<file path="src/sdram_pkg.sv">
// Shared widths, default timing constants and the command and state enums of the memory subsystem
package sdram_pkg;

	localparam int DATA_WIDTH     = 32; // Width of one memory word
	localparam int REQ_ADDR_WIDTH = 32; // Width of the requester word address bus

	localparam int DEF_ADDR_BITS        = 10; // Word address bits decoded by the array
	localparam int DEF_INIT_CYCLES      = 40; // Cycles after reset until the controller is usable
	localparam int DEF_REFRESH_INTERVAL = 64; // Idle cycles between two refresh windows
	localparam int DEF_REFRESH_CYCLES   = 6;  // Length of one refresh window
	localparam int DEF_READ_LATENCY     = 3;  // Read acceptance to read data valid

	// Operation on the command interface uses the same encoding as the requester rw bit
	typedef enum logic {
		CMD_READ  = 1'b0,
		CMD_WRITE = 1'b1
	} mem_cmd_t;

	typedef enum logic [1:0] {
		BR_IDLE      = 2'd0, // Waiting for a request and for init to finish
		BR_ISSUE     = 2'd1, // Command held on the interface until accepted
		BR_WAIT_DATA = 2'd2, // Read accepted, waiting for the returned word
		BR_DONE      = 2'd3  // Ready shown until the request drops
	} bridge_state_t;

	typedef enum logic [1:0] {
		CT_INIT    = 2'd0, // Power-up wait, no commands taken
		CT_IDLE    = 2'd1, // Commands accepted
		CT_REFRESH = 2'd2  // Refresh window stalls the command interface
	} ctrl_state_t;

endpackage

</file>
<file path="src/sdram_ctrl.sv">
// Memory controller model with init wait, refresh scheduling, command acceptance and read pipeline
`timescale 1ns/1ps

module sdram_ctrl #(
	parameter int ADDR_BITS        = sdram_pkg::DEF_ADDR_BITS,
	parameter int INIT_CYCLES      = sdram_pkg::DEF_INIT_CYCLES,
	parameter int REFRESH_INTERVAL = sdram_pkg::DEF_REFRESH_INTERVAL,
	parameter int REFRESH_CYCLES   = sdram_pkg::DEF_REFRESH_CYCLES,
	parameter int READ_LATENCY     = sdram_pkg::DEF_READ_LATENCY
) (
	input  logic                             i_clock,
	input  logic                             i_rst,

	output logic                             o_init_done,
	input  logic                             i_cmd_valid,
	output logic                             o_cmd_ready,
	input  sdram_pkg::mem_cmd_t              i_cmd_op,
	input  logic [ADDR_BITS-1:0]             i_cmd_addr,
	input  logic [sdram_pkg::DATA_WIDTH-1:0] i_cmd_wdata,
	output logic                             o_rd_valid,
	output logic [sdram_pkg::DATA_WIDTH-1:0] o_rd_data,

	output logic                             o_arr_wen,
	output logic [ADDR_BITS-1:0]             o_arr_waddr,
	output logic [sdram_pkg::DATA_WIDTH-1:0] o_arr_wdata,
	output logic                             o_arr_ren,
	output logic [ADDR_BITS-1:0]             o_arr_raddr,
	input  logic [sdram_pkg::DATA_WIDTH-1:0] i_arr_rdata
);

	import sdram_pkg::*;

	// One timer serves the init wait, the refresh interval and the refresh window
	localparam int TMR_MAX01 = (INIT_CYCLES > REFRESH_INTERVAL) ? INIT_CYCLES : REFRESH_INTERVAL;
	localparam int TMR_MAX   = (TMR_MAX01 > REFRESH_CYCLES) ? TMR_MAX01 : REFRESH_CYCLES;
	localparam int TMR_W     = $clog2(TMR_MAX + 1);

	// Stages after the array register needed to reach the full read latency
	localparam int PIPE = READ_LATENCY - 1;

	ctrl_state_t      state;
	logic [TMR_W-1:0] timer;
	logic [TMR_W-1:0] timer_last;
	logic             timer_end;
	logic             accept;
	logic             rd_issued;

	always_comb begin
		case (state)
			CT_INIT:  timer_last = TMR_W'(INIT_CYCLES - 1);
			CT_IDLE:  timer_last = TMR_W'(REFRESH_INTERVAL - 1);
			default:  timer_last = TMR_W'(REFRESH_CYCLES - 1);
		endcase
	end

	assign timer_end = (timer == timer_last);

	always_ff @(posedge i_clock) begin
		if (i_rst) begin
			state <= CT_INIT;
			timer <= '0;
		end else if (timer_end) begin
			timer <= '0;
			case (state)
				CT_INIT:    state <= CT_IDLE;
				CT_IDLE:    state <= CT_REFRESH; // Interval elapsed, stall for refresh
				CT_REFRESH: state <= CT_IDLE;
				default:    state <= CT_INIT;
			endcase
		end else begin
			timer <= timer + 1'b1;
		end
	end

	assign o_init_done = (state != CT_INIT); // Never drops again once init is over
	assign o_cmd_ready = (state == CT_IDLE);
	assign accept      = i_cmd_valid && o_cmd_ready;

	// The array sees an accepted command in the same cycle
	assign o_arr_wen   = accept && (i_cmd_op == CMD_WRITE);
	assign o_arr_waddr = i_cmd_addr;
	assign o_arr_wdata = i_cmd_wdata;
	assign o_arr_ren   = accept && (i_cmd_op == CMD_READ);
	assign o_arr_raddr = i_cmd_addr;

	// Marks the cycle in which the array output holds a requested word
	always_ff @(posedge i_clock) begin
		if (i_rst) begin
			rd_issued <= 1'b0;
		end else begin
			rd_issued <= o_arr_ren;
		end
	end

	generate
		if (PIPE == 0) begin : g_no_pipe
			assign o_rd_valid = rd_issued;
			assign o_rd_data  = i_arr_rdata;
		end else begin : g_pipe
			logic [PIPE-1:0]       vld_pipe;
			logic [DATA_WIDTH-1:0] dat_pipe [PIPE];

			// Each stage moves on its own valid so several reads may be in flight
			always_ff @(posedge i_clock) begin
				if (i_rst) begin
					vld_pipe <= '0;
				end else begin
					vld_pipe[0] <= rd_issued;
					for (int k = 1; k < PIPE; k++) begin
						vld_pipe[k] <= vld_pipe[k-1];
					end
				end
			end

			always_ff @(posedge i_clock) begin
				if (rd_issued) begin
					dat_pipe[0] <= i_arr_rdata;
				end
				for (int k = 1; k < PIPE; k++) begin
					if (vld_pipe[k-1]) begin
						dat_pipe[k] <= dat_pipe[k-1];
					end
				end
			end

			assign o_rd_valid = vld_pipe[PIPE-1];
			assign o_rd_data  = dat_pipe[PIPE-1];
		end
	endgenerate

endmodule

</file>
<file path="config.mk">
export PLATFORM = sky130hd
export DESIGN_NAME = sdram_ctrl
export DESIGN_NICKNAME = d
export VERILOG_FILES = /design/src/sdram_pkg.sv /design/src/sdram_ctrl.sv
export SDC_FILE = /design/constraint.sdc
export NUM_CORES = 1
export LEC_CHECK = 0
export BUFFER_PORTS_ARGS = -buffer_cell sky130_fd_sc_hd__buf_2
export CELL_PAD_IN_SITES_DETAIL_PLACEMENT = 1
export CELL_PAD_IN_SITES_GLOBAL_PLACEMENT = 1
export CORE_MARGIN = 2
export CORE_UTILIZATION = 34
export DETAILED_ROUTE_END_ITERATION = 10
export PLACE_DENSITY_LB_ADDON = 0.1
export SLEW_MARGIN = 20
export SYNTH_ARGS = -nofsm -noshare
export SYNTH_HDL_FRONTEND = slang
export SYNTH_SLANG_ARGS = --single-unit
</file>
<file path="constraint.sdc">
create_clock -name i_clock -period 1.7 [get_ports i_clock]
set_clock_uncertainty 0.15 [all_clocks]
set_input_delay 0.085 -clock i_clock [delete_from_list [all_inputs] [get_ports i_clock]]
set_output_delay 0.085 -clock i_clock [all_outputs]
set_load 0.03 [all_outputs]
</file>
# ---- Word level (Yosys, flattened, before mapping)
# Memories as Yosys holds them, arrays and structs flattened.
# Cells that the tools add are included.
dict set report op_classes {
  n_eq_ne 3
  n_mux 6
  n_addsub 1
  n_bitwise 1
  n_reduce_logical 7
}
# cell count
set ops {}
lappend ops {{$pmux 6 s2} 1}
lappend ops {{$add 7x1->7 const B} 1}
lappend ops {{$eq 7x7->1} 1}
lappend ops {{$mux 1} 4}
lappend ops {{$pmux 2 s2} 1}
lappend ops {{$reduce_or 2->1} 2}
lappend ops {{$logic_and 1x1->1} 3}
lappend ops {{$eq 2x1->1 const B} 1}
lappend ops {{$eq 2x2->1 const B} 1}
lappend ops {{$logic_not 2->1} 1}
lappend ops {{$reduce_bool 2->1} 1}
lappend ops {{$not 1->1} 1}
dict set report word_totals {
  memories 1
  ff_bits 12
  ram_bits 64
  input_bits 78
  output_inout_bits 89
}
# memory words word_bits rd rd_ports_with_merged_regs write_ports line_no
set mem_list {}
lappend mem_list {g_pipe.dat_pipe 2 32 2 0 2 sdram_ctrl.sv:101} ;# logic [DATA_WIDTH-1:0] dat_pipe [PIPE];

# ---- Depth between registers and ports, before layout
dict set report depth {
  ltp_word 4
  mapped_depth 5
}

# ---- Worst setup path before layout
# Ideal clock, no wire load.
dict set report synth_path {
  path_kind {reg2reg}
  startpoint {register rd_issued}
  endpoint {memory g_pipe.dat_pipe[0][0], enable pin}
  path_slack_ns 0.181
  path_stages_with_launch 1
  arrival_time_ns 0.977
  path_buffers 0
  required_time_ns 1.159
  cell_sequence {dfxtp_1}
}
# item line_no
set synth_lines {}
lappend synth_lines {{start, declared} sdram_ctrl.sv:46} ;# logic rd_issued;
lappend synth_lines {{start signal, assigned} sdram_ctrl.sv:91} ;# rd_issued <= o_arr_ren;
lappend synth_lines {{end, declared} sdram_ctrl.sv:101}

# ---- Worst setup path in the final report
dict set report layout_path {
  startpoint {register state[0]}
  endpoint {register rd_issued}
}
dict set report layout_between {
  elab_chain_cells 3
}
# item line_no
set layout_rtl {}
lappend layout_rtl {{start, declared} sdram_ctrl.sv:41} ;# ctrl_state_t state;
lappend layout_rtl {{start signal, assigned} sdram_ctrl.sv:60} ;# state <= CT_INIT;
lappend layout_rtl {{start signal, assigned} sdram_ctrl.sv:65} ;# CT_INIT: state <= CT_IDLE;
lappend layout_rtl {{start signal, assigned} sdram_ctrl.sv:66} ;# CT_IDLE: state <= CT_REFRESH;
lappend layout_rtl {{$eq 2x1->1} sdram_ctrl.sv:76} ;# assign o_cmd_ready = (state == CT_IDLE);
lappend layout_rtl {{$logic_and 1x1->1} sdram_ctrl.sv:77} ;# assign accept = i_cmd_valid && o_cmd_ready;
lappend layout_rtl {{$logic_and 1x1->1} sdram_ctrl.sv:83} ;# assign o_arr_ren = accept && (i_cmd_op == CMD_READ);
# No other way between the ends.
# A chain may end at the register's enable or synchronous reset.

==> out/results.md <==
- **Chip Height** 99.2 µm
- **internal cell power** 2.92 mW
- **depth of the worst register-to-register path** 4
- **worst slew margin relative to its limit** 72.3%
- **final HPWL from detailed placement** 3880 µm
- **total inserted antenna cells** 0
- **share of power burned in the clock network** 40.6%
- **share of cells above drive strength 1** 38.5%
- **cell-by-cell listing of the critical path** nor2b_4 -> nand2_1 -> nor3_1 -> dlygate4sd3_1
- **share of synthesized cell area in full adder, half adder and majority cells** 0.406%
- **number of H-tree levels** 3
- **IO Count** 167
- **global routing usage on met3** 3.72%
- **flip-flop and latch count after synthesis** 76
- **areal power density over the cells** 1010 mW/mm²
- **launching point of the worst reg2reg path** state[0]
- **overall global routing resource usage** 12.0%
- **Register-to-Register Setup Slack** 180 ps
- **number of placed instances, taps included** 304
- **leading cell types by total area after synthesis** sky130_fd_sc_hd__edfxtp_1 62%, sky130_fd_sc_hd__buf_4 20%, sky130_fd_sc_hd__dfxtp_1 7.8%
- **area of the core** 0.00876 mm²
- **Leak Pwr** 1.35 nW
- **complex-gate fraction of the synthesized area** 1.75%
- **fraction of synthesized area in multiplexers** 0.325%
- **pins over their slew limit** 0
- **clk root buf** sky130_fd_sc_hd__clkbuf_8
- **final-report setup violation count** 0
- **wire length reported by the detailed router** 5650 µm
- **detailed-router iteration count before antenna repair** 3
- **area share of the largest cell type after synthesis** 62.3%
- **number of flops mapped to enable cells by yosys** 64
- **fraction of synthesis flops using an asynchronous set or reset pin** 0%
- **final std cells w/o fill** 355
- **mean post-synth cell area** 15.0 µm²
- **row count** 34
- **category of the worst setup path capture point** register
- **maximum fanout encountered on the critical timing path** 5
- **global-route wire length before repair** 8890 µm
- **initial core utilization** 35.2%
- **number of remaining DRC errors** 0
- **drt first-iter violations** 25
- **number of instances in the synthesized netlist** 205
- **net switching fraction of the power** 19.1%
- **cts bufs inserted** 9
- **dominant synthesized flop cell** sky130_fd_sc_hd__edfxtp_1
- **fraction of power consumed by combinational cells** 3.5%
- **number of global-route vias before repair** 1,605
- **clock sink count** 76
- **fill cell total of the finished layout** 917
- **area occupied by registers** 0.00216 mm²
- **Synth Cell Area** 0.00308 mm²
- **number of setup buffers added after CTS** 0
- **gp weighted congestion** 0.833
- **highest clock rate** 659 MHz
- **endpoints failing hold** 0
- **min cycle time layout** 1520 ps
- **initial antenna violation count** 0
- **floorplan die area** 0.00985 mm²
- **Fin Setup TNS** 0 ps
- **latest clock arrival within the worst-skew pair** 330 ps
- **global route hottest layer** met2
- **post-route clock period utilization** 89.3%
- **Worst Path Arrival** 1650 ps
- **multi-input gate area in the final layout** 283 µm²
- **Max-Cap Viols** 0
- **sequential-to-total area share from yosys stat** 70.1%
- **overflow left after global routing** 0
- **Worst setup startpoint** state[0]
- **most common cell in the synthesized netlist** sky130_fd_sc_hd__buf_4
- **endpoint of the worst-slack reg-to-reg timing path** rd_issued
- **count of vias placed by the detailed router** 1,532
- **area after detailed placement** 0.00300 mm²
- **fraction of synthesized cell area in xor and xnor cells** 1.42%
- **worst hold slack** 20.0 ps
- **largest vdd supply drop** 0.000315 V
- **Req. time, crit path** 1830 ps
- **met1 Usage GRT** 13.7%
- **final antenna-violating net count** 0
- **cell type with the highest aggregate area in the netlist** sky130_fd_sc_hd__edfxtp_1
- **Syn Nets** 284
- **die extent in x** 99.2 µm
- **fraction of the mapped netlist area in simple logic gates** 5.28%
- **vias per inst** 4.32
- **number of I/O port buffers** 72
- **Critical Setup Path Class** reg -> reg
- **startpoint type of the worst setup path** register
- **number of buffers between clock root and the deepest sink** 2
- **power dissipated by switching net loads** 0.688 mW
- **clock transition at the register clock pins on the worst setup and hold paths after CTS** 80 ps
- **post-detailed-route wirelength per cell** 15.9 µm
- **clock tree from TritonCTS** built
- **total number of yosys warnings** 0
- **total power after layout** 3.61 mW
- **critical path endpoint** rd_issued
- **main combinational cell family by area after synthesis** buffers and inverters
- **commonest cells in the netlist** 84 x sky130_fd_sc_hd__buf_4, 64 x sky130_fd_sc_hd__edfxtp_1, 12 x sky130_fd_sc_hd__dfxtp_1, 12 x sky130_fd_sc_hd__nor2_1, 4 x sky130_fd_sc_hd__nand2_1
- **synthesis-to-finish area growth** 15.5%
- **Sequential Power Share** 55.9%
- **nets@finish** 321
- **slew at the pin with the worst max-slew slack** 403 ps
- **status** completed
- **maximum number of pins on one net before global-route repair** 34
- **path class of the lowest-slack min-delay path** in -> out
- **Synth cell types** 26
- **setup repair after global routing missed its margin** no
- **critical-path cell with the highest stage delay** sky130_fd_sc_hd__dlygate4sd3_1
- **met2 track demand over resource** 18.7%
- **peak per-stage delay on the critical path** 560 ps
- **final cell area excluding filler cells** 0.00356 mm²
kinds of logic after synthesis:
| family | after synthesis |
|---|---|
| buffers and inverters | 86 |
| DFF | 76 |
| and+or+nand+nor | 30 |
| AOI/OAI and AO/OA | 6 |
| xor gates and xnor gates | 5 |
| muxes | 1 |
| adders and majority gates | 1 |
cell type report:
| class | count | area share, % |
|---|---|---|
| sequential | 76 | 60.8 |
| inverter | 2 | 0.211 |
| multi-input combinational | 43 | 7.94 |
| clock buffer | 9 | 3.48 |
| timing repair buffer | 110 | 21.3 |
| clock inverter | 7 | 2.53 |
| tap | 108 | 3.79 |
per-stage QoR:
| step | setup slack (ps) | util (%) |
|---|---|---|
| 6_report | 182 | 40.6 |
| 5_1_grt | 28.9 | 40.6 |
| 4_1_cts | 122 | 40.6 |
| 3_5_place_dp | 189 | 34.2 |
| 3_3_place_gp | 271 | 34.2 |
| 2_1_floorplan | 181 | - |
placed cells by master (no fill, tap or decap), drive strengths merged, types with 3 or more instances in the layout:
| master | n |
|---|---|
| xnor2 | 3 |
| clkinv | 4 |
| clkbuf | 9 |
| edfxtp | 64 |
| inv | 3 |
| dlygate4sd3 | 35 |
| nor2 | 12 |
| nand3 | 3 |
| nand2 | 4 |
| dfxtp | 12 |
| nor2b | 3 |
| buf | 75 |
worst min-delay path by stage:
stage               startpoint         endpoint  slack [ps]  cells after the start
3_3_place_gp    i_cmd_wdata[5]   o_arr_wdata[5]          20                      0
5_1_grt        i_cmd_wdata[28]  o_arr_wdata[28]          20                      0
3_5_place_dp    i_cmd_wdata[5]   o_arr_wdata[5]          20                      0
2_1_floorplan            i_rst         timer[0]           2                      1
6_report       i_cmd_wdata[25]  o_arr_wdata[25]          20                      0
4_1_cts         i_cmd_wdata[5]   o_arr_wdata[5]          20                      0
power groups by stage:
stage | Sequential, mW | Clock, mW | Combinational (mW)
3_3_place_gp | 2.06 | 0 | 0.0643
3_5_place_dp | 2.06 | 0 | 0.0661
5_1_grt | 2.02 | 1.60 | 0.142
6_report | 2.01 | 1.46 | 0.127
4_1_cts | 2.01 | 1.53 | 0.129
2_1_floorplan | 2.06 | 0 | 0.247
metal layers:
layer  up-vias  part of all wire [%]  routed length [µm]
met3        51                   7.8                 443
li1        698                     -                   -
met4         0                   6.5                 367
met1       707                    38                2120
met2        76                    48                2710
met5         -                     0                   0
state kept, by name, indices dropped and copies added (netlist names):
register	flops
state	2
g_pipe.vld_pipe	2
timer	7
g_pipe.dat_pipe	64
rd_issued	1
worst max-delay path: cells and delay by family (launching register included):
family	cells	cell delay, ps
buf+inv	1	560
flops	1	360
simple gates	3	390
repair_timing:
action / 4_1_cts / 5_1_grt
hold buffers: 35 / 0
endpoints found under the setup margin: 0 / 1
resized for setup: 0 / 1
endpoints found under the hold margin: 38 / 0
Power figures use the tool's default switching activity.
