==> config.mk <==
export PLATFORM = sky130hd
export DESIGN_NAME = sdram_bridge
export DESIGN_NICKNAME = d
export VERILOG_FILES = /design/src/sdram_pkg.sv /design/src/sdram_bridge.sv
export SDC_FILE = /design/constraint.sdc
export NUM_CORES = 1
export LEC_CHECK = 0
export BUFFER_PORTS_ARGS = -buffer_cell sky130_fd_sc_hd__buf_2
export CAP_MARGIN = 20
export CORE_AREA = 2 2 80 89
export DETAILED_ROUTE_END_ITERATION = 7
export DIE_AREA = 0 0 82 91
export PLACE_DENSITY_LB_ADDON = 0.2
export SYNTH_ARGS = -nofsm -noshare
export SYNTH_HDL_FRONTEND = slang
export SYNTH_SLANG_ARGS = --single-unit
export TNS_END_PERCENT = 5
==> constraint.sdc <==
create_clock -name i_clock -period 2.45 [get_ports i_clock]
set_input_delay 0.49 -clock i_clock [delete_from_list [all_inputs] [get_ports i_clock]]
set_output_delay 0.49 -clock i_clock [all_outputs]
set_load 0.05 [all_outputs]
==> src/sdram_pkg.sv <==
// Shared widths, default timing constants and the command and state enums of the memory subsystem
package sdram_pkg;

	localparam int DATA_WIDTH     = 32; // Width of one memory word
	localparam int REQ_ADDR_WIDTH = 32; // Width of the requester word address bus

	localparam int DEF_ADDR_BITS        = 10; // Word address bits decoded by the array
	localparam int DEF_INIT_CYCLES      = 40; // Cycles after reset until the controller is usable
	localparam int DEF_REFRESH_INTERVAL = 64; // Idle cycles between two refresh windows
	localparam int DEF_REFRESH_CYCLES   = 6;  // Length of one refresh window
	localparam int DEF_READ_LATENCY     = 3;  // Read acceptance to read data valid

	// Operation on the command interface uses the same encoding as the requester rw bit
	typedef enum logic {
		CMD_READ  = 1'b0,
		CMD_WRITE = 1'b1
	} mem_cmd_t;

	typedef enum logic [1:0] {
		BR_IDLE      = 2'd0, // Waiting for a request and for init to finish
		BR_ISSUE     = 2'd1, // Command held on the interface until accepted
		BR_WAIT_DATA = 2'd2, // Read accepted, waiting for the returned word
		BR_DONE      = 2'd3  // Ready shown until the request drops
	} bridge_state_t;

	typedef enum logic [1:0] {
		CT_INIT    = 2'd0, // Power-up wait, no commands taken
		CT_IDLE    = 2'd1, // Commands accepted
		CT_REFRESH = 2'd2  // Refresh window stalls the command interface
	} ctrl_state_t;

endpackage

==> src/sdram_bridge.sv <==
// Requester bridge turning held read and write requests into controller commands
`timescale 1ns/1ps

module sdram_bridge #(
	parameter int ADDR_BITS = sdram_pkg::DEF_ADDR_BITS
) (
	input  logic                                 i_clock,
	input  logic                                 i_rst,

	input  logic                                 i_request,
	input  logic                                 i_rw,
	input  logic [sdram_pkg::REQ_ADDR_WIDTH-1:0] i_address,
	input  logic [sdram_pkg::DATA_WIDTH-1:0]     i_wdata,
	output logic [sdram_pkg::DATA_WIDTH-1:0]     o_rdata,
	output logic                                 o_ready,

	input  logic                                 i_init_done,
	output logic                                 o_cmd_valid,
	input  logic                                 i_cmd_ready,
	output sdram_pkg::mem_cmd_t                  o_cmd_op,
	output logic [ADDR_BITS-1:0]                 o_cmd_addr,
	output logic [sdram_pkg::DATA_WIDTH-1:0]     o_cmd_wdata,
	input  logic                                 i_rd_valid,
	input  logic [sdram_pkg::DATA_WIDTH-1:0]     i_rd_data
);

	import sdram_pkg::*;

	bridge_state_t state;
	logic          launch;
	logic          accept;
	logic          data_back;

	assign launch    = (state == BR_IDLE) && i_request && i_init_done;
	assign accept    = (state == BR_ISSUE) && i_cmd_ready;
	assign data_back = (state == BR_WAIT_DATA) && i_rd_valid;

	always_ff @(posedge i_clock) begin
		if (i_rst) begin
			state       <= BR_IDLE;
			o_cmd_valid <= 1'b0;
			o_ready     <= 1'b0;
		end else begin
			case (state)
				BR_IDLE: begin
					o_ready <= 1'b0;
					if (launch) begin
						o_cmd_valid <= 1'b1;
						state       <= BR_ISSUE;
					end
				end

				BR_ISSUE: begin
					if (accept) begin
						o_cmd_valid <= 1'b0; // Command leaves the interface after acceptance
						if (o_cmd_op == CMD_WRITE) begin
							state <= BR_DONE; // Ready follows one edge later
						end else begin
							state <= BR_WAIT_DATA;
						end
					end
				end

				BR_WAIT_DATA: begin
					if (data_back) begin
						o_ready <= i_request;
						state   <= BR_DONE;
					end
				end

				BR_DONE: begin
					o_ready <= i_request; // Falls on the first edge with the request low
					if (!i_request) begin
						state <= BR_IDLE;
					end
				end

				default: begin
					state <= BR_IDLE;
				end
			endcase
		end
	end

	// Command fields are captured once and held until the controller takes them
	always_ff @(posedge i_clock) begin
		if (launch) begin
			o_cmd_op    <= i_rw ? CMD_WRITE : CMD_READ;
			o_cmd_addr  <= i_address[ADDR_BITS-1:0]; // Upper address bits alias
			o_cmd_wdata <= i_wdata;
		end
	end

	always_ff @(posedge i_clock) begin
		if (data_back) begin
			o_rdata <= i_rd_data;
		end
	end

endmodule

* Yosys cells after proc, flatten, opt, wreduce, memory -nomap -nowiden
Index checks and enable logic that the tools add are counted.
** Word-level totals
- Output and inout port bits :: 77
- Logic and storage cells :: 36
- Input port bits :: 103
- Register bits after elaboration :: 79
** Cells by class
- Reductions and logical operators :: 10
- Multiplexer cells :: 12
- Eq/ne operators :: 7
** Operator list (count)
- $mux W2 :: 4
- $ne A2 B2 Y1 const B :: 4
- $pmux W2 S4 :: 1
- $mux W1 :: 5
- $eq A2 B2 Y1 const B :: 2
- $logic_and A1 B1 Y1 :: 4
- $reduce_and A4 Y1 :: 1
- $pmux W1 S3 :: 1
- $reduce_and A3 Y1 :: 1
- $reduce_bool A3 Y1 :: 1
- $eq A2 B1 Y1 const B :: 1
- $logic_not A2 Y1 :: 1
- $pmux W1 S2 :: 1
- $reduce_and A2 Y1 :: 1
- $reduce_bool A2 Y1 :: 1

* Depth between registers and ports, before layout
Gate-level depths: netlist of the first run.
- Word-level depth :: 5
- Depth in mapped cells :: 5
- Depth with buffers taken out :: 5

* Worst setup path after synthesis of the first run
Ideal clock, no wire load.
- Path type :: reg2reg
- Start :: register state[0]
- End :: register o_cmd_valid
- Data arrival time :: 2025 ps
- Setup slack :: 334 ps
- Period minus slack after synthesis :: 2116 ps
- Path buffers :: 0
- Setup time :: 91 ps
- Required time :: 2359 ps
- Cell stages (with the launch flop) :: 6
- Cell sequence :: dfxtp_1 inv_1 ha_1 and3_1 nor2_1 a311oi_1
** Between the ends
- Longest elaborated chain between the ends :: 5
- Elaborated cells between the ends (all ways) :: 10
- Those cells by class :: eq/ne: 3; mux: 1; reduce/logical: 6
** Ends and longest elaborated chain
- start, declared :: RTL line sdram_bridge.sv:29 : bridge_state_t state;
- start signal, assigned :: RTL line sdram_bridge.sv:40 : state <= BR_IDLE;
- start signal, assigned :: RTL line sdram_bridge.sv:49 : state <= BR_ISSUE;
- start signal, assigned :: RTL line sdram_bridge.sv:57 : state <= BR_DONE;
- $logic_not A2 Y1 :: RTL line sdram_bridge.sv:34 : assign launch = (state == BR_IDLE) && i_request && i_init_done;
- $logic_and A1 B1 Y1 (2 in series) :: RTL line sdram_bridge.sv:34
- net launch :: RTL line sdram_bridge.sv:30 : logic launch;
- $ne A2 B2 Y1 (no source line)
- $reduce_and A3 Y1 (no source line)
- end signal, assigned :: RTL line sdram_bridge.sv:41 : o_cmd_valid <= 1'b0;
- end signal, assigned :: RTL line sdram_bridge.sv:48 : o_cmd_valid <= 1'b1;
- end signal, assigned :: RTL line sdram_bridge.sv:55 : o_cmd_valid <= 1'b0;
- end, declared :: RTL line sdram_bridge.sv:18 : output logic o_cmd_valid,
The timed path passes the listed nets, and every way through them passes these cells.
A chain may end at the register's enable or synchronous reset.

* Worst setup path after layout of the first run
- Start :: register state[1]
- End :: register state[0]
** Between the ends
- Longest elaborated chain between the ends :: 5
- Elaborated cells between the ends (all ways) :: 14
- Those cells by class :: eq/ne: 7; mux: 1; reduce/logical: 6
** Ends and longest elaborated chain (RTL line)
- $logic_not A2 Y1 :: sdram_bridge.sv:34, sdram_bridge.sv:44
- $logic_and A1 B1 Y1 (2 in series) :: sdram_bridge.sv:34
- $ne A2 B2 Y1 (no source line)
- $reduce_and A4 Y1 (no source line)
Several ways; a longest one is shown, not always the timed one.

==> impl_results.md, run 1 <==
- Period utilization: approximately 74%
- Syn avg cell area: roughly 24 um2
- Post-DP HPWL: 4050 um
- Max-cap violations: 0
- Status: completed
- Slew HR: 72.7%
- Post-Place Cell Area: 3470 um2
- Final hold vios: 0
- Syn Nets: about 220
- Clock transition at path regs: 0.07 ns
- CP startpoint kind: register
- H-Tree Level Count: 3
- Num rows: 31
- Max-slew violations: 0
- Via Count: 1585
- Worst setup margin: 0.644 ns
- Peak VDD IR: roughly 0.00054 V
- DR pass1 iterations: 4
- Post-synthesis cell type count: 21
- Placed Cells: approximately 350
- Width of the die: 82 um
- Final ANT Viol Nets: 0
- Pwr Density: slightly below 1000 nW/um2
- CTS tree: yes
- Hold crit path type: in -> reg
- Reg2Reg Launch Point: state[1]$_SDFFE_PP0P_
- Final Cell Area: 3630 um2
- RSZ-0062 raised after global routing: false
- Total setup buffers inserted after CTS: 0
- IO Count: between 150 and 200
- CTS max path bufs: 2
- Ys Warns: 0
- Die height: 91 um
- Routed wire length: 5330 um
- Initial Util: around two fifths
- Routed len/inst: ~15 um
- CP arrival: 2.05 ns
- Buf/Inv on CP: 1
- Number of nets in the layout: 385
- GRT Resource Usage Total: about 15%
- Vias in the first global route: 1563
- DP Worst Slack: around 0.66 ns
- DRC Markers: 0
- Mapped Area: 2550 um2
- First-pass GRT wire length: roughly 7700 um
- Clk_lat worst skew: 0.33 ns
- Setup TNS: 0 ns
- Synth-to-layout area growth: 42.3%
- Measured slew at the worst slew-check pin: 0.410 ns
- Core Box Area: 6520 um2
- Max stage delay on crit path: between 0.5 and 0.6 ns
- Worst path required time: 2.70 ns
- Via density: 4.39
- Post-CTS Resized: 0
- Hold_buf cts: 0
- Worst Skew: 0.00689 ns
- Largest net degree at the start of global routing: 45
- Crit path launch: state[1]$_SDFFE_PP0P_
- Initial antenna violation count: 0
- Critical path type: reg -> reg
- Clk root buf: clkbuf_8
- Post-synthesis sequential area ratio: between 90% and 100%
- Delay-heaviest family, CP: simple AND/OR/NAND/NOR gates
- Fmax: 554 MHz
- Num CTS Buffers: 9
- DRT iter0 DRCs: between 40 and 50
- Clock Sinks: 79
- Min-delay src: i_wdata[4]
- Synth Instances: between 100 and 150
- Die ar.: around 7500 um2
- Max Fanout on Critical Path: 6
- Diodes inserted: 0
- Fin cells: 361
- Final setup fails: 0
- Tmin final: between 1.5 and 2 ns
- Pleak: between 1.5 and 2 nW
- Final GP Congestion: 0.775
- Fraction of layout cells with a size suffix above 1: 62.4%
- Crit path capture type: register
- PortBufs: 157
- Slowest-stage cell, CP: or4b_4
- Synth Register Bits: 79
- Filler cells: 566
- CP Cell Sequence: inv_1, ha_1, nor2b_1, or4b_4, a221oi_2
- Reg2reg setup slack: 0.64 ns
- Total gr overflow: 0
## placed cells by master, fill, tap and decap left out, types with 2 or more instances in the layout
cell,count
inv_1,3
nor2b_1,4
buf_2,157
clkbuf_8,9
dfxtp_1,4
edfxtp_1,75
nand2b_1,2
ha_1,4
## report_power, final
group          total, W  switching [W]  internal (W)
clock network  0.000843       0.000400      0.000443
logic          0.000926       0.000698      0.000228
registers       0.00172      0.0000458       0.00168
## layer usage
layer	vias up	global-route usage [%]	part of all wire (%)
met5	-	0	0
met2	75	24.9	54
met3	11	6.06	8.6
met1	742	14.4	35
met4	0	7.78	2.6
li1	757	-	-
## worst register-to-register path: stages, from the launching register on
cell	delay, ns
dfxtp_1	0.41
inv_1	0.09
ha_1	0.25
nor2b_1	0.17
or4b_4	0.53
a221oi_2	0.27
## registers in the layout (all words and copies together), names as in the netlist
name         cells
o_cmd_valid      1
o_cmd_wdata     32
o_rdata         32
o_cmd_op         1
state            2
o_ready          1
o_cmd_addr      10
## layout make-up
cell class                 count  area (um2)  area share [%]
clock buffer                   9         124            3.41
tap                           82         103            2.82
inverter                       3        11.3           0.310
multi-input combinational     26         213            5.85
clock inverter                 3        38.8            1.07
timing repair buffer         159         813            22.4
sequential                    79        2330            64.2
## Yosys cell counts, drive strengths merged
master  count  share of area (%)
edfxtp     75                 88
inv         3               0.44
and2        2               0.59
a311oi      1               0.34
ha          4                2.0
or4b        1               0.54
nor2        1               0.15
a221oi      1               0.59
dfxtp       4                3.1
o21ai       2               0.39
a21oi       1               0.20
a21bo       1               0.39
nand2b      2               0.49
a21o        1               0.29
nor2b       4               0.98
and3        2               0.49
nor3        1               0.20
mux2i       1               0.39
a211oi      1               0.29
## metrics by stage
step | power [W] | util, % | hold slack (ns)
after floorplan | 0.00243 | - | 0.497
after global placement | 0.00268 | 53.3 | 0.479
after detailed placement | 0.00269 | 53.3 | 0.478
after CTS | 0.00354 | 55.8 | 0.305
after global routing | 0.00365 | 55.8 | 0.297
final | 0.00349 | 55.8 | 0.325
## cell families after synthesis
logic type               Yosys count  synth area share (%)
flip-flops                        79                  91.3
AND/OR/NAND/NOR                   13                  3.43
AO/OA/AOI/OAI                      8                  2.50
adder cells (fa/ha/maj)            4                  1.96
buffers and inverters              3                 0.441
multiplexers                       1                 0.392
## final timing paths
| kind | endpoint | depth (start not counted) |
|---|---|---|
| setup / recovery | state[0]$_SDFFE_PP0P_ | 5 |
| hold / removal | o_cmd_wdata[4]$_DFFE_PP_ | 1 |
| setup reg to reg | state[0]$_SDFFE_PP0P_ | 5 |
| hold reg to reg | o_ready$_SDFFE_PP0P_ | 2 |
No activity file was read; power rests on OpenSTA's default activity.
==> run 2: changes to the inputs <==
- clock period: 2.45 -> 1.7 ns (I/O delays scaled with it)
==> impl_results.md, run 2 (synthesis gave the netlist of run 1 again) <==
- Synth-to-layout area growth: 46.5%
- Post-DP HPWL: 4180 um (+3.2%)
- Hold Path Sink: o_cmd_wdata[18]$_DFFE_PP_
- Pwr Density: 1420 nW/um2 (+48%)
- Via density: 4.42 (+0.62%)
- Final GP Congestion: 0.851 (+9.8%)
- Status: completed
- Fmax: 617 MHz (+11%)
- Measured slew at the worst slew-check pin: 0.277 ns (-0.133 ns)
- Sw frac: 34.0% (+1.2 points)
- DR pass1 iterations: 4 (unchanged)
- Internal power: 0.00352 W (+50%)
- Routed len/inst: 15.0 um (+1.6%)
- RR Endpoint: state[0]$_SDFFE_PP0P_
- Pleak: 1.58 nW (+2.5%)
- Top layer in use: met4
- Total gr overflow: 0 (unchanged)
- Hold_buf cts: 0 (unchanged)
- Clock share of power: 26.3% (+2.2 points)
- Largest net degree at the start of global routing: 43 (-4.4%)
- H-Tree Level Count: 3 (unchanged)
- Peak VDD IR: 0.000685 V (+27%)
- Die height: 91 um (unchanged)
- Max-cap violations: 0 (unchanged)
- Crit path capture type: register
- Min-delay src: i_wdata[18]
- PortBufs: 157 (unchanged)
- Final hold vios: 0 (unchanged)
- DRC Markers: 0 (unchanged)
- Slew HR: 81.7% (+9.0 points)
- Initial antenna violation count: 0 (unchanged)
- Hold Path Stages: 1 (unchanged)
- Clock transition at path regs: 0.09 ns (+0.02 ns)
- Most frequent cells in the layout: buf_2 (157), edfxtp_1 (75), clkbuf_8 (9)
- Met2 WL post-DR: 3040 um (+5.4%)
- CTS tree: yes
- Period utilization: 95.4% (+22 points)
- Placed Cells: 354 (+1.4%)
- CTS max path bufs: 2 (unchanged)
- Reg2reg setup slack: 0.08 ns (-0.57 ns)
- Final ANT Viol Nets: 0 (unchanged)
- DP Worst Slack: -0.0309 ns (-0.692 ns)
- Final setup fails: 0 (unchanged)
- Combinational share of power: 26.9% (+0.4 points)
- Metal-1 WL: 1960 um (+6.2%)
- Register share of total power: 46.8% (-2.5 points)
- Detail Route met3 WL: 359 um (-22%)
- IO Count: 180 (unchanged)
- Top Registers: o_cmd_wdata (32), o_rdata (32), o_cmd_addr (10)
- Clk_lat worst skew: 0.34 ns (about the same)
- CP startpoint kind: register
- Design Power: 0.00533 W (+53%)
- Setup TNS: 0 ns (unchanged)
- Die ar.: 7460 um2 (unchanged)
- Routed wire length: 5570 um (+4.4%)
- Max-slew violations: 0 (unchanged)
- Clock Sinks: 79 (unchanged)
- Tmin final: 1.62 ns (-0.184 ns)
- Worst Skew: 0.00575 ns (-0.00114 ns)
- Fin cells: 371 (+2.8%)
- Worst setup margin: 0.0780 ns (-0.566 ns)
- WHS: 0.164 ns (-0.160 ns)
- Most common cell after layout, fill and taps aside: buf_2
- Initial Util: 39.2% (unchanged)
- Critical path type: reg -> reg
- NetSw: 0.00181 W (+58%)
- Core Box Area: 6520 um2 (unchanged)
- DRT iter0 DRCs: 93 (+130%)
- Hold crit path type: in -> reg
- Width of the die: 82 um (unchanged)
- Num rows: 31 (unchanged)
- Via Count: 1639 (+3.4%)
- Clk root buf: clkbuf_8
- GRT Resource Usage Total: 15.1% (+0.63 points)
- Worst R2R Path Depth: 5 (unchanged)
- First-pass GRT wire length: 8050 um (+4.9%)
- Reg2Reg Launch Point: state[1]$_SDFFE_PP0P_
- CP arrival: 1.88 ns (-0.17 ns)
- Max Fanout on Critical Path: 5 (-1)
- Fraction of layout cells with a size suffix above 1: 65.4% (+3.0 points)
- Diodes inserted: 0 (unchanged)
- Vias in the first global route: 1661 (+6.3%)
- Number of nets in the layout: 391 (+1.6%)
- Worst path required time: 1.95 ns (-0.75 ns)
- Num CTS Buffers: 9 (unchanged)
run 2: cell count changes in the layout (fill, tap and decap cells not counted), sizes merged:
cell | previous run | this run
clkinv | 2 | 0
clkinvlp | 0 | 4
buf | 159 | 165
inv | 3 | 5
run 2: layer usage:
| layer | vias up | track usage, % |
|---|---|---|
| met4 | 0 | 9.86 |
| met5 | - | 0 |
| met1 | 777 | 15.1 |
| met3 | 16 | 3.38 |
| met2 | 72 | 27.0 |
| li1 | 774 | - |
run 2: worst max path at each step:
stage	to	start	slack (ns)	cells past startpoint
finish	state[0]$_SDFFE_PP0P_	state[1]$_SDFFE_PP0P_	0.08	5
global route	state[0]$_SDFFE_PP0P_	state[1]$_SDFFE_PP0P_	-0.003	5
CTS	state[0]$_SDFFE_PP0P_	state[0]$_SDFFE_PP0P_	0.02	5
detailed placement	state[0]$_SDFFE_PP0P_	state[0]$_SDFFE_PP0P_	-0.03	5
global placement	state[0]$_SDFFE_PP0P_	state[0]$_SDFFE_PP0P_	-0.0009	5
floorplan	o_rdata[0]$_DFFE_PP_	state[0]$_SDFFE_PP0P_	-0.12	3
run 2: critical path: stages (launching register included):
cell and delay [ns]:
dfxtp_4 0.37, inv_1 0.06, ha_1 0.18, nor2b_1 0.14, or4b_4 0.53, a221oi_2 0.24
run 2: power groups by stage:
stage / Combinational, W / Clock [W] / Sequential, W
global placement: 0.00141 / 0 / 0.00252
CTS: 0.00143 / 0.00144 / 0.00249
detailed placement: 0.00142 / 0 / 0.00253
finish: 0.00144 / 0.00140 / 0.00249
global route: 0.00152 / 0.00151 / 0.00252
floorplan: 0.000272 / 0 / 0.00323
run 2: cell type report:
type	instances	area, um2
tap	82	103
sequential	79	2340
timing repair buffer	165	871
clock inverter	7	80.1
inverter	3	11.3
multi-input combinational	26	215
fill	555	2770
clock buffer	9	124
run 2: timing repair:
item	CTS	global route
buffers inserted	0	1
endpoints found under the setup margin	1	1
pin swaps	0	1
resized for setup	3	3
run 2: stage by stage:
step,utilization [%],cell area (um2)
2_1_floorplan,-,2560
3_3_place_gp,54.1,3520
6_report,57.5,3740
3_5_place_dp,54.1,3520
4_1_cts,57.2,3730
5_1_grt,57.5,3740
